**src/rtl/jit_cfg.svh**
```systemverilog
`ifndef JIT_CFG_SVH
`define JIT_CFG_SVH

// accelerator count, logic holds up to 15
`define JIT_NUM_ACC     2
// number of R registers per accelerator
`define JIT_NUM_REG     3

// fifo depths
`define JIT_CMD_DEPTH   2
`define JIT_RPT_DEPTH   4

// command opcodes
`define JIT_OP_START    4'hA
`define JIT_OP_CFG      4'hB
`define JIT_OP_REG      4'hC

// upper half of every completion word
`define JIT_DONE_TAG    16'hBABE

// command field positions, lsb of each field
`define JIT_OP_LSB      28
`define JIT_ACC_LSB     24
`define JIT_REG_LSB     20
`define JIT_VAL_LSB     0
`define JIT_NIBA_LSB    0
`define JIT_NIBB_LSB    4

`endif
```
**src/rtl/jit_pkg.sv**
```systemverilog
`default_nettype none

package jit_pkg;

  // raw command word, fields located by the cfg macros
  typedef logic [31:0] cmd_t;

  // completion report
  typedef struct packed {
    logic [15:0] tag;
    // 1-based accelerator number
    logic [15:0] acc;
  } rpt_t;

  // decoded operation
  typedef enum logic [1:0] {
    NONE,
    START,
    CFG,
    REG
  } op_e;

  // command fields
  typedef logic [3:0]  acc_num_t;
  typedef logic [3:0]  reg_num_t;
  typedef logic [3:0]  nib_t;
  typedef logic [15:0] val_t;

endpackage

`default_nettype wire

```
**src/rtl/jit_dispatch.sv**
```systemverilog
`timescale 1ns/100ps
`default_nettype none

`include "jit_cfg.svh"

module jit_dispatch import jit_pkg::*; (
  input  wire                      ACLK,
  input  wire                      ARESETN,
  // command channel
  input  wire                      cmd_valid,
  output logic                     cmd_ready,
  input  wire cmd_t                cmd_data,
  // report channel
  output logic                     rpt_valid,
  input  wire                      rpt_ready,
  output rpt_t                     rpt_data,
  // accelerators
  output nib_t [`JIT_NUM_ACC-1:0]  acc_a,
  output nib_t [`JIT_NUM_ACC-1:0]  acc_b,
  output nib_t [`JIT_NUM_ACC-1:0]  acc_c,
  output val_t [`JIT_NUM_ACC-1:0]  acc_r1,
  output val_t [`JIT_NUM_ACC-1:0]  acc_r2,
  output val_t [`JIT_NUM_ACC-1:0]  acc_r3,
  output logic [`JIT_NUM_ACC-1:0]  acc_start,
  input  wire  [`JIT_NUM_ACC-1:0]  acc_done
);

  // command path
  logic     q_valid;
  cmd_t     q_data;
  logic     cmd_pop;
  logic     op_strobe;
  op_e      op;
  acc_num_t acc_num;
  reg_num_t reg_num;
  val_t     value;
  nib_t     nib_a;
  nib_t     nib_b;
  // completion path
  logic     rpt_push;
  rpt_t     rpt_word;
  logic     rpt_full;

  // -------------------------------------------------------------------
  // command side
  // -------------------------------------------------------------------
  jit_fifo #(.payload_t(cmd_t), .DEPTH(`JIT_CMD_DEPTH)) cmd_fifo (
    .ACLK(ACLK), .ARESETN(ARESETN),
    .in_valid(cmd_valid), .in_ready(cmd_ready), .in_data(cmd_data),
    .out_valid(q_valid), .out_ready(cmd_pop), .out_data(q_data),
    .full()
  );

  jit_decoder jit_decoder_i (
    .ACLK(ACLK), .ARESETN(ARESETN),
    .cmd_valid(q_valid), .cmd_data(q_data), .cmd_pop(cmd_pop),
    .op_strobe(op_strobe), .op(op), .acc_num(acc_num), .reg_num(reg_num),
    .value(value), .nib_a(nib_a), .nib_b(nib_b)
  );

  jit_acc_regs jit_acc_regs_i (
    .ACLK(ACLK), .ARESETN(ARESETN),
    .op_strobe(op_strobe), .op(op), .acc_num(acc_num), .reg_num(reg_num),
    .value(value), .nib_a(nib_a), .nib_b(nib_b),
    .acc_a(acc_a), .acc_b(acc_b), .acc_c(acc_c),
    .acc_r1(acc_r1), .acc_r2(acc_r2), .acc_r3(acc_r3),
    .acc_start(acc_start)
  );

  // -------------------------------------------------------------------
  // completion side, push gated by full so in_ready is not needed
  // -------------------------------------------------------------------
  jit_done_arbiter jit_done_arbiter_i (
    .ACLK(ACLK), .ARESETN(ARESETN),
    .acc_done(acc_done), .rpt_full(rpt_full),
    .rpt_push(rpt_push), .rpt_data(rpt_word)
  );

  jit_fifo #(.payload_t(rpt_t), .DEPTH(`JIT_RPT_DEPTH)) rpt_fifo (
    .ACLK(ACLK), .ARESETN(ARESETN),
    .in_valid(rpt_push), .in_ready(), .in_data(rpt_word),
    .out_valid(rpt_valid), .out_ready(rpt_ready), .out_data(rpt_data),
    .full(rpt_full)
  );

endmodule

`default_nettype wire

```
**src/rtl/jit_done_arbiter.sv**
```systemverilog
`timescale 1ns/100ps
`default_nettype none

`include "jit_cfg.svh"

module jit_done_arbiter import jit_pkg::*; (
  input  wire                     ACLK,
  input  wire                     ARESETN,
  // done pulses, index 0 is accelerator 1
  input  wire [`JIT_NUM_ACC-1:0]  acc_done,
  // report fifo write side
  input  wire                     rpt_full,
  output logic                    rpt_push,
  output rpt_t                    rpt_data
);

  localparam int PW = (`JIT_NUM_ACC > 1) ? $clog2(`JIT_NUM_ACC) : 1;

  logic [`JIT_NUM_ACC-1:0] done_q;
  logic [`JIT_NUM_ACC-1:0] done_clr;
  logic [PW-1:0]           ptr;
  logic                    pending;

  // -------------------------------------------------------------------
  // scan and push
  // -------------------------------------------------------------------
  assign pending  = done_q[ptr];
  // never push into a full fifo
  assign rpt_push = pending && !rpt_full;

  always_comb begin
    done_clr      = '0;
    done_clr[ptr] = rpt_push;
  end

  // tag plus 1-based number
  assign rpt_data.tag = `JIT_DONE_TAG;
  assign rpt_data.acc = 16'(ptr) + 16'd1;

  // done latches, a pulse during a clear sets it again
  always_ff @(posedge ACLK) begin
    if (!ARESETN) begin
      done_q <= '0;
    end else begin
      done_q <= (done_q & ~done_clr) | acc_done;
    end
  end

  // round robin pointer, holds while its report is blocked
  always_ff @(posedge ACLK) begin
    if (!ARESETN) begin
      ptr <= '0;
    end else if (!(pending && rpt_full)) begin
      ptr <= (ptr == PW'(`JIT_NUM_ACC - 1)) ? '0 : ptr + 1'b1;
    end
  end

endmodule

`default_nettype wire

```
**src/rtl/jit_acc_regs.sv**
```systemverilog
`timescale 1ns/100ps
`default_nettype none

`include "jit_cfg.svh"

module jit_acc_regs import jit_pkg::*; (
  input  wire                            ACLK,
  input  wire                            ARESETN,
  // operation from the decoder
  input  wire                            op_strobe,
  input  wire op_e                       op,
  input  wire acc_num_t                  acc_num,
  input  wire reg_num_t                  reg_num,
  input  wire val_t                      value,
  input  wire nib_t                      nib_a,
  input  wire nib_t                      nib_b,
  // per accelerator, index 0 is accelerator 1
  output nib_t [`JIT_NUM_ACC-1:0]        acc_a,
  output nib_t [`JIT_NUM_ACC-1:0]        acc_b,
  output nib_t [`JIT_NUM_ACC-1:0]        acc_c,
  output val_t [`JIT_NUM_ACC-1:0]        acc_r1,
  output val_t [`JIT_NUM_ACC-1:0]        acc_r2,
  output val_t [`JIT_NUM_ACC-1:0]        acc_r3,
  output logic [`JIT_NUM_ACC-1:0]        acc_start
);

  // R1..R3 per accelerator
  val_t [`JIT_NUM_ACC-1:0][`JIT_NUM_REG-1:0] regs;
  logic [`JIT_NUM_ACC-1:0]                   acc_sel;
  nib_t                                      nib_c;

  // one-hot accelerator select, 0 and out of range hit nothing
  always_comb begin
    for (int i = 0; i < `JIT_NUM_ACC; i++) begin
      acc_sel[i] = op_strobe && (acc_num == acc_num_t'(i + 1));
    end
  end

  // c rule, high pair from b and low pair from a
  assign nib_c = {(nib_b == '0) ? 2'b01 : 2'b10,
                  (nib_a == '0) ? 2'b01 : 2'b10};

  always_comb begin
    for (int i = 0; i < `JIT_NUM_ACC; i++) begin
      acc_r1[i] = regs[i][0];
      acc_r2[i] = regs[i][1];
      acc_r3[i] = regs[i][2];
    end
  end

  // -------------------------------------------------------------------
  // register bank, updates on the edge that ends exec
  // -------------------------------------------------------------------
  always_ff @(posedge ACLK) begin
    if (!ARESETN) begin
      acc_a     <= '0;
      acc_b     <= '0;
      acc_c     <= '0;
      regs      <= '0;
      acc_start <= '0;
    end else begin
      // start is a single cycle pulse
      acc_start <= '0;
      for (int i = 0; i < `JIT_NUM_ACC; i++) begin
        if (acc_sel[i]) begin
          case (op)
            START: begin
              acc_start[i] <= 1'b1;
            end
            CFG: begin
              acc_a[i] <= nib_a;
              acc_b[i] <= nib_b;
              acc_c[i] <= nib_c;
            end
            REG: begin
              // register number is 1-based, others ignored
              for (int j = 0; j < `JIT_NUM_REG; j++) begin
                if (reg_num == reg_num_t'(j + 1)) begin
                  regs[i][j] <= value;
                end
              end
            end
            default: begin
            end
          endcase
        end
      end
    end
  end

endmodule

`default_nettype wire

```
**src/rtl/jit_decoder.sv**
```systemverilog
`timescale 1ns/100ps
`default_nettype none

`include "jit_cfg.svh"

module jit_decoder import jit_pkg::*; (
  input  wire       ACLK,
  input  wire       ARESETN,
  // head of command fifo
  input  wire       cmd_valid,
  input  wire cmd_t cmd_data,
  output logic      cmd_pop,
  // operation to the register bank
  output logic      op_strobe,
  output op_e       op,
  output acc_num_t  acc_num,
  output reg_num_t  reg_num,
  output val_t      value,
  output nib_t      nib_a,
  output nib_t      nib_b
);

  typedef enum logic [1:0] {
    S_FETCH,
    S_DECODE,
    S_EXEC
  } state_e;

  state_e state;
  cmd_t   cmd_q;
  op_e    op_q;
  op_e    dec_op;

  // -------------------------------------------------------------------
  // opcode lookup on the captured word
  // -------------------------------------------------------------------
  always_comb begin
    case (cmd_q[`JIT_OP_LSB +: 4])
      `JIT_OP_START: dec_op = START;
      `JIT_OP_CFG:   dec_op = CFG;
      `JIT_OP_REG:   dec_op = REG;
      default:       dec_op = NONE;
    endcase
  end

  // pop only while waiting for a word
  assign cmd_pop   = (state == S_FETCH) && cmd_valid;
  assign op_strobe = (state == S_EXEC);
  assign op        = op_q;

  // field slices, range checks live downstream
  assign acc_num = cmd_q[`JIT_ACC_LSB +: $bits(acc_num_t)];
  assign reg_num = cmd_q[`JIT_REG_LSB +: $bits(reg_num_t)];
  assign value   = cmd_q[`JIT_VAL_LSB +: $bits(val_t)];
  assign nib_a   = cmd_q[`JIT_NIBA_LSB +: $bits(nib_t)];
  assign nib_b   = cmd_q[`JIT_NIBB_LSB +: $bits(nib_t)];

  // command capture
  always_ff @(posedge ACLK) begin
    if (cmd_pop) begin
      cmd_q <= cmd_data;
    end
  end

  // -------------------------------------------------------------------
  // fetch / decode / exec, three cycles per command
  // -------------------------------------------------------------------
  always_ff @(posedge ACLK) begin
    if (!ARESETN) begin
      state <= S_FETCH;
      op_q  <= NONE;
    end else begin
      case (state)
        S_FETCH: begin
          if (cmd_valid) begin
            state <= S_DECODE;
          end
        end
        S_DECODE: begin
          op_q  <= dec_op;
          // unknown opcode drops back without a strobe
          state <= (dec_op == NONE) ? S_FETCH : S_EXEC;
        end
        default: begin
          state <= S_FETCH;
        end
      endcase
    end
  end

endmodule

`default_nettype wire

```
**src/rtl/jit_fifo.sv**
```systemverilog
`timescale 1ns/100ps
`default_nettype none

module jit_fifo #(
  parameter type payload_t = logic [31:0],
  parameter int  DEPTH     = 2
) (
  input  wire           ACLK,
  input  wire           ARESETN,
  // write side
  input  wire           in_valid,
  output logic          in_ready,
  input  wire payload_t in_data,
  // read side
  output logic          out_valid,
  input  wire           out_ready,
  output payload_t      out_data,
  // for push gating upstream
  output logic          full
);

  localparam int AW = (DEPTH > 1) ? $clog2(DEPTH) : 1;
  localparam int CW = $clog2(DEPTH + 1);

  payload_t      mem [DEPTH];
  logic [AW-1:0] wr_ptr;
  logic [AW-1:0] rd_ptr;
  logic [CW-1:0] count;
  logic          do_push;
  logic          do_pop;

  // circular pointer step
  function automatic logic [AW-1:0] next_ptr(input logic [AW-1:0] p);
    return (p == AW'(DEPTH - 1)) ? '0 : p + 1'b1;
  endfunction

  assign in_ready  = (count != CW'(DEPTH));
  assign full      = !in_ready;
  assign out_valid = (count != '0);
  // head word, valid the cycle after its push
  assign out_data  = mem[rd_ptr];
  assign do_push   = in_valid && in_ready;
  assign do_pop    = out_valid && out_ready;

  always_ff @(posedge ACLK) begin
    if (do_push) begin
      mem[wr_ptr] <= in_data;
    end
  end

  // pointers and fill level
  always_ff @(posedge ACLK) begin
    if (!ARESETN) begin
      wr_ptr <= '0;
      rd_ptr <= '0;
      count  <= '0;
    end else begin
      if (do_push) begin
        wr_ptr <= next_ptr(wr_ptr);
      end
      if (do_pop) begin
        rd_ptr <= next_ptr(rd_ptr);
      end
      // simultaneous push and pop keeps the level
      case ({do_push, do_pop})
        2'b10:   count <= count + 1'b1;
        2'b01:   count <= count - 1'b1;
        default: count <= count;
      endcase
    end
  end

endmodule

`default_nettype wire

```
**config.mk**
```make
export PLATFORM = sky130hd
export DESIGN_NAME = jit_dispatch
export DESIGN_NICKNAME = d
export VERILOG_FILES = /design/src/rtl/jit_pkg.sv /design/src/rtl/jit_dispatch.sv /design/src/rtl/jit_done_arbiter.sv /design/src/rtl/jit_acc_regs.sv /design/src/rtl/jit_decoder.sv /design/src/rtl/jit_fifo.sv
export VERILOG_INCLUDE_DIRS = /design/src /design/src/rtl
export SDC_FILE = /design/constraint.sdc
export NUM_CORES = 1
export LEC_CHECK = 0
export BUFFER_PORTS_ARGS = -buffer_cell sky130_fd_sc_hd__buf_2
export CAP_MARGIN = 20
export CELL_PAD_IN_SITES_DETAIL_PLACEMENT = 2
export CELL_PAD_IN_SITES_GLOBAL_PLACEMENT = 2
export CORE_ASPECT_RATIO = 0.75
export CORE_UTILIZATION = 39
export CTS_BUF_LIST = sky130_fd_sc_hd__clkbuf_8
export DETAILED_ROUTE_END_ITERATION = 8
export PLACE_DENSITY_LB_ADDON = 0.1
export SLEW_MARGIN = 40
export SYNTH_ARGS = -nofsm -noshare
export SYNTH_HDL_FRONTEND = slang
export SYNTH_HIERARCHICAL = 1
export SYNTH_SLANG_ARGS = --single-unit
```
**constraint.sdc**
```tcl
create_clock -name ACLK -period 3.95 [get_ports ACLK]
set_clock_uncertainty 0.05 [all_clocks]
set_input_delay 0.5925 -clock ACLK [delete_from_list [all_inputs] [get_ports ACLK]]
set_output_delay 0.5925 -clock ACLK [all_outputs]
set_load 0.02 [all_outputs]
```
==> flow_metrics.env <==
export IMPL_fmaxAchievable_mhz=337.2
export IMPL_period_minus_slack_ns=2.965
export IMPL_overflow=0
export IMPL_critical_path_cell_chain="or3b_1 > inv_1 > nor2_1 > and2_4 > inv_1 > ha_1 > inv_1 > fa_1 > xor2_1 > or3_2 > a21boi_1"
export IMPL_vias=7618
export IMPL_dieArea_um2=35720
export IMPL_cts_path_max_buffers=3
export IMPL_globalplace_congestion=0.7165
export IMPL_path_clk_slew_ns=0.07
export IMPL_slew_viol_final=0
export IMPL_r2r_start="rpt_fifo/count[2]$_SDFFE_PN0P_"
export IMPL_path_depth=11
export IMPL_endpoint="rpt_fifo/count[2]$_SDFFE_PN0P_"
export IMPL_setup_viol=0
export IMPL_multi_input_area_um2=3764
export IMPL_fin_crit_sh=0.7507
export IMPL_ir_worst_vdd_uv=264.4
export IMPL_ys_warnings_count=6
export IMPL_syn_area_um2=13630
export IMPL_startpoint_type="flip-flop"
export IMPL_worst_setup_path_end_kind="flip-flop"
export IMPL_slowest_delay_ns=0.50
export IMPL_grt_pass1_wl_um=50410
export IMPL_reg2reg_to="rpt_fifo/count[2]$_SDFFE_PN0P_"
export IMPL_first_pass_iters=4
export IMPL_core_area_um2=33960
export IMPL_postSynthCellCount=908
export IMPL_final_seq_area_um2=9230
export IMPL_crit_top_cell="inv_1"
export IMPL_post_place_cells=1481
export IMPL_rsz0062_at_grt="no"
export IMPL_dp_hpwl_um=22650
export IMPL_critical_path_arrival_ns=3.43
export IMPL_h_tree_depth=2
export IMPL_root_buffer="clkbuf_8"
export IMPL_outcome="completed"
export IMPL_io_pins=194
export IMPL_die_x_um=217.9
export IMPL_drv_cap=0
export IMPL_cts_buffers_inserted=57
export IMPL_worstMarginPinSlew_ns=0.8221
export IMPL_die_h_um=163.9
export IMPL_viasPerCell=4.794
export IMPL_cts_setup_buffers=0
export IMPL_final_common_cell="edfxtp_1"
export IMPL_p_leak_nw=6.906
export IMPL_avgSynthCellArea_um2=15.02
export IMPL_path_buf_inv=3
export IMPL_power_density_nw_per_um2=596.8
export IMPL_antenna_found_initial=1
export IMPL_worstSetupPathType="flip-flop to flip-flop"
export IMPL_slew_limit_headroom=0.4508
export IMPL_drive_gt1_frac=0.3099
export IMPL_hold_violations=0
export IMPL_crit_start="rpt_fifo/count[2]$_SDFFE_PN0P_"
export IMPL_critPathMaxFanout=7
export IMPL_fin_tns_setup_ns=0
export IMPL_nFillCells=3297
export IMPL_antenna_cells=0
export IMPL_initial_utilization=0.4015
export IMPL_drtIter0Drc=341
export IMPL_grt_start_max_net_pins=69
export IMPL_worstPathRequired_ns=4.42
export IMPL_post_route_drc_count=0
export IMPL_instances_no_fill=1589
export IMPL_final_nets=1136
export IMPL_cts_tree="done"
export IMPL_crit_slowest_cell="or3b_1"
export IMPL_io_buffers=189
export IMPL_postCtsHoldBufs=0
export IMPL_postRouteAntennaNets=0
export IMPL_final_cell_mix="edfxtp_1, buf_2, nand2_1"
export IMPL_rrSetupSlack_ns=0.98
export IMPL_path_delay_family="simple AND/OR/NAND/NOR gates"
export IMPL_reg2reg_depth=11
export IMPL_post_drt_wl_per_cell_um=20.92
export IMPL_post_cts_resized=0
export IMPL_synthToLayoutAreaGrowth_pct=16.07
export IMPL_clk_latency_ns=0.60
export IMPL_first_global_vias=8316
export IMPL_rows=58
export IMPL_clock_sinks=355
export IMPL_wl_um=33240
export IMPL_grt_usage=0.1886
export IMPL_hp_class="primary input to flip-flop"
[final cells by class]
cell class              count  area share
inverters                  13    0.003083
clock buffers              72     0.06262
repair buffers            199     0.06467
well taps                 450     0.03558
multi-input cells         464      0.2378
flip-flops and latches    355      0.5833
clock inverters            36     0.01297
[per-stage QoR]
| stage | area, µm² | hold slack, ns | total power, mW | util | worst slack, ns |
|---|---|---|---|---|---|
| 5_1_grt | 15830 | 0.07918 | 9.903 | 0.4660 | 0.8173 |
| 3_5_place_dp | 14630 | 0.4045 | 6.334 | 0.4307 | 1.029 |
| 6_report | 15830 | 0.1299 | 9.444 | 0.4660 | 0.9846 |
| 2_1_floorplan | 13740 | 0.4067 | 5.961 | - | 0.005386 |
| 4_1_cts | 15830 | 0.08227 | 9.622 | 0.4660 | 0.9400 |
| 3_3_place_gp | 14620 | 0.3936 | 6.252 | 0.4304 | 1.211 |
[sequential cells by signal, indices dropped and copies added (netlist names), named ones only]
| signal | count |
|---|---|
| rpt_fifo/mem | 128 |
| cmd_fifo/mem | 56 |
| jit_acc_regs_i/acc_r1 | 32 |
| jit_acc_regs_i/acc_r2 | 32 |
| jit_acc_regs_i/acc_r3 | 32 |
| jit_decoder_i/cmd_q | 28 |
| jit_acc_regs_i/acc_a | 8 |
| jit_acc_regs_i/acc_b | 8 |
| jit_acc_regs_i/acc_c | 8 |
| rpt_fifo/count | 3 |
| cmd_fifo/count | 2 |
| jit_acc_regs_i/acc_start | 2 |
| jit_decoder_i/op | 2 |
| jit_decoder_i/state | 2 |
| jit_done_arbiter_i/done_q | 2 |
| rpt_fifo/rd_ptr | 2 |
| rpt_fifo/wr_ptr | 2 |
| cmd_fifo/rd_ptr | 1 |
| cmd_fifo/wr_ptr | 1 |
| jit_done_arbiter_i/ptr | 1 |
[power by group]
| part | leakage [nW] | internal, mW | switching, mW | total (mW) |
|---|---|---|---|---|
| clock | 0.692 | 1.77 | 1.47 | 3.24 |
| combinational | 3.11 | 0.616 | 1.04 | 1.66 |
| sequential | 3.10 | 4.37 | 0.178 | 4.55 |
| total | 6.91 | 6.76 | 2.69 | 9.44 |
[per-layer routing]
| metal | vias up | part of all wire | GRT usage |
|---|---|---|---|
| met5 | - | 0.00024 | 0 |
| met4 | 2 | 0.020 | 0.05340 |
| met3 | 70 | 0.043 | 0.03741 |
| met2 | 166 | 0.47 | 0.3062 |
| met1 | 3846 | 0.46 | 0.2571 |
| li1 | 3534 | - | - |
[worst min-delay path by stage]
| stage | start | endpoint | cells after the start |
|---|---|---|---|
| floorplan | cmd_fifo/wr_ptr$_SDFFE_PN0P_ | cmd_fifo/wr_ptr$_SDFFE_PN0P_ | 2 |
| global placement | jit_acc_regs_i/acc_r2[4]$_SDFFE_PN0P_ | jit_acc_regs_i/acc_r2[4]$_SDFFE_PN0P_ | 2 |
| detailed placement | jit_acc_regs_i/acc_r3[30]$_SDFFE_PN0P_ | jit_acc_regs_i/acc_r3[30]$_SDFFE_PN0P_ | 2 |
| CTS | cmd_data[27] | cmd_fifo/mem[0][27]$_DFFE_PP_ | 1 |
| global route | cmd_data[24] | cmd_fifo/mem[0][24]$_DFFE_PP_ | 1 |
| finish | cmd_data[11] | cmd_fifo/mem[1][11]$_DFFE_PP_ | 1 |
(Power assumes the default switching activity.)
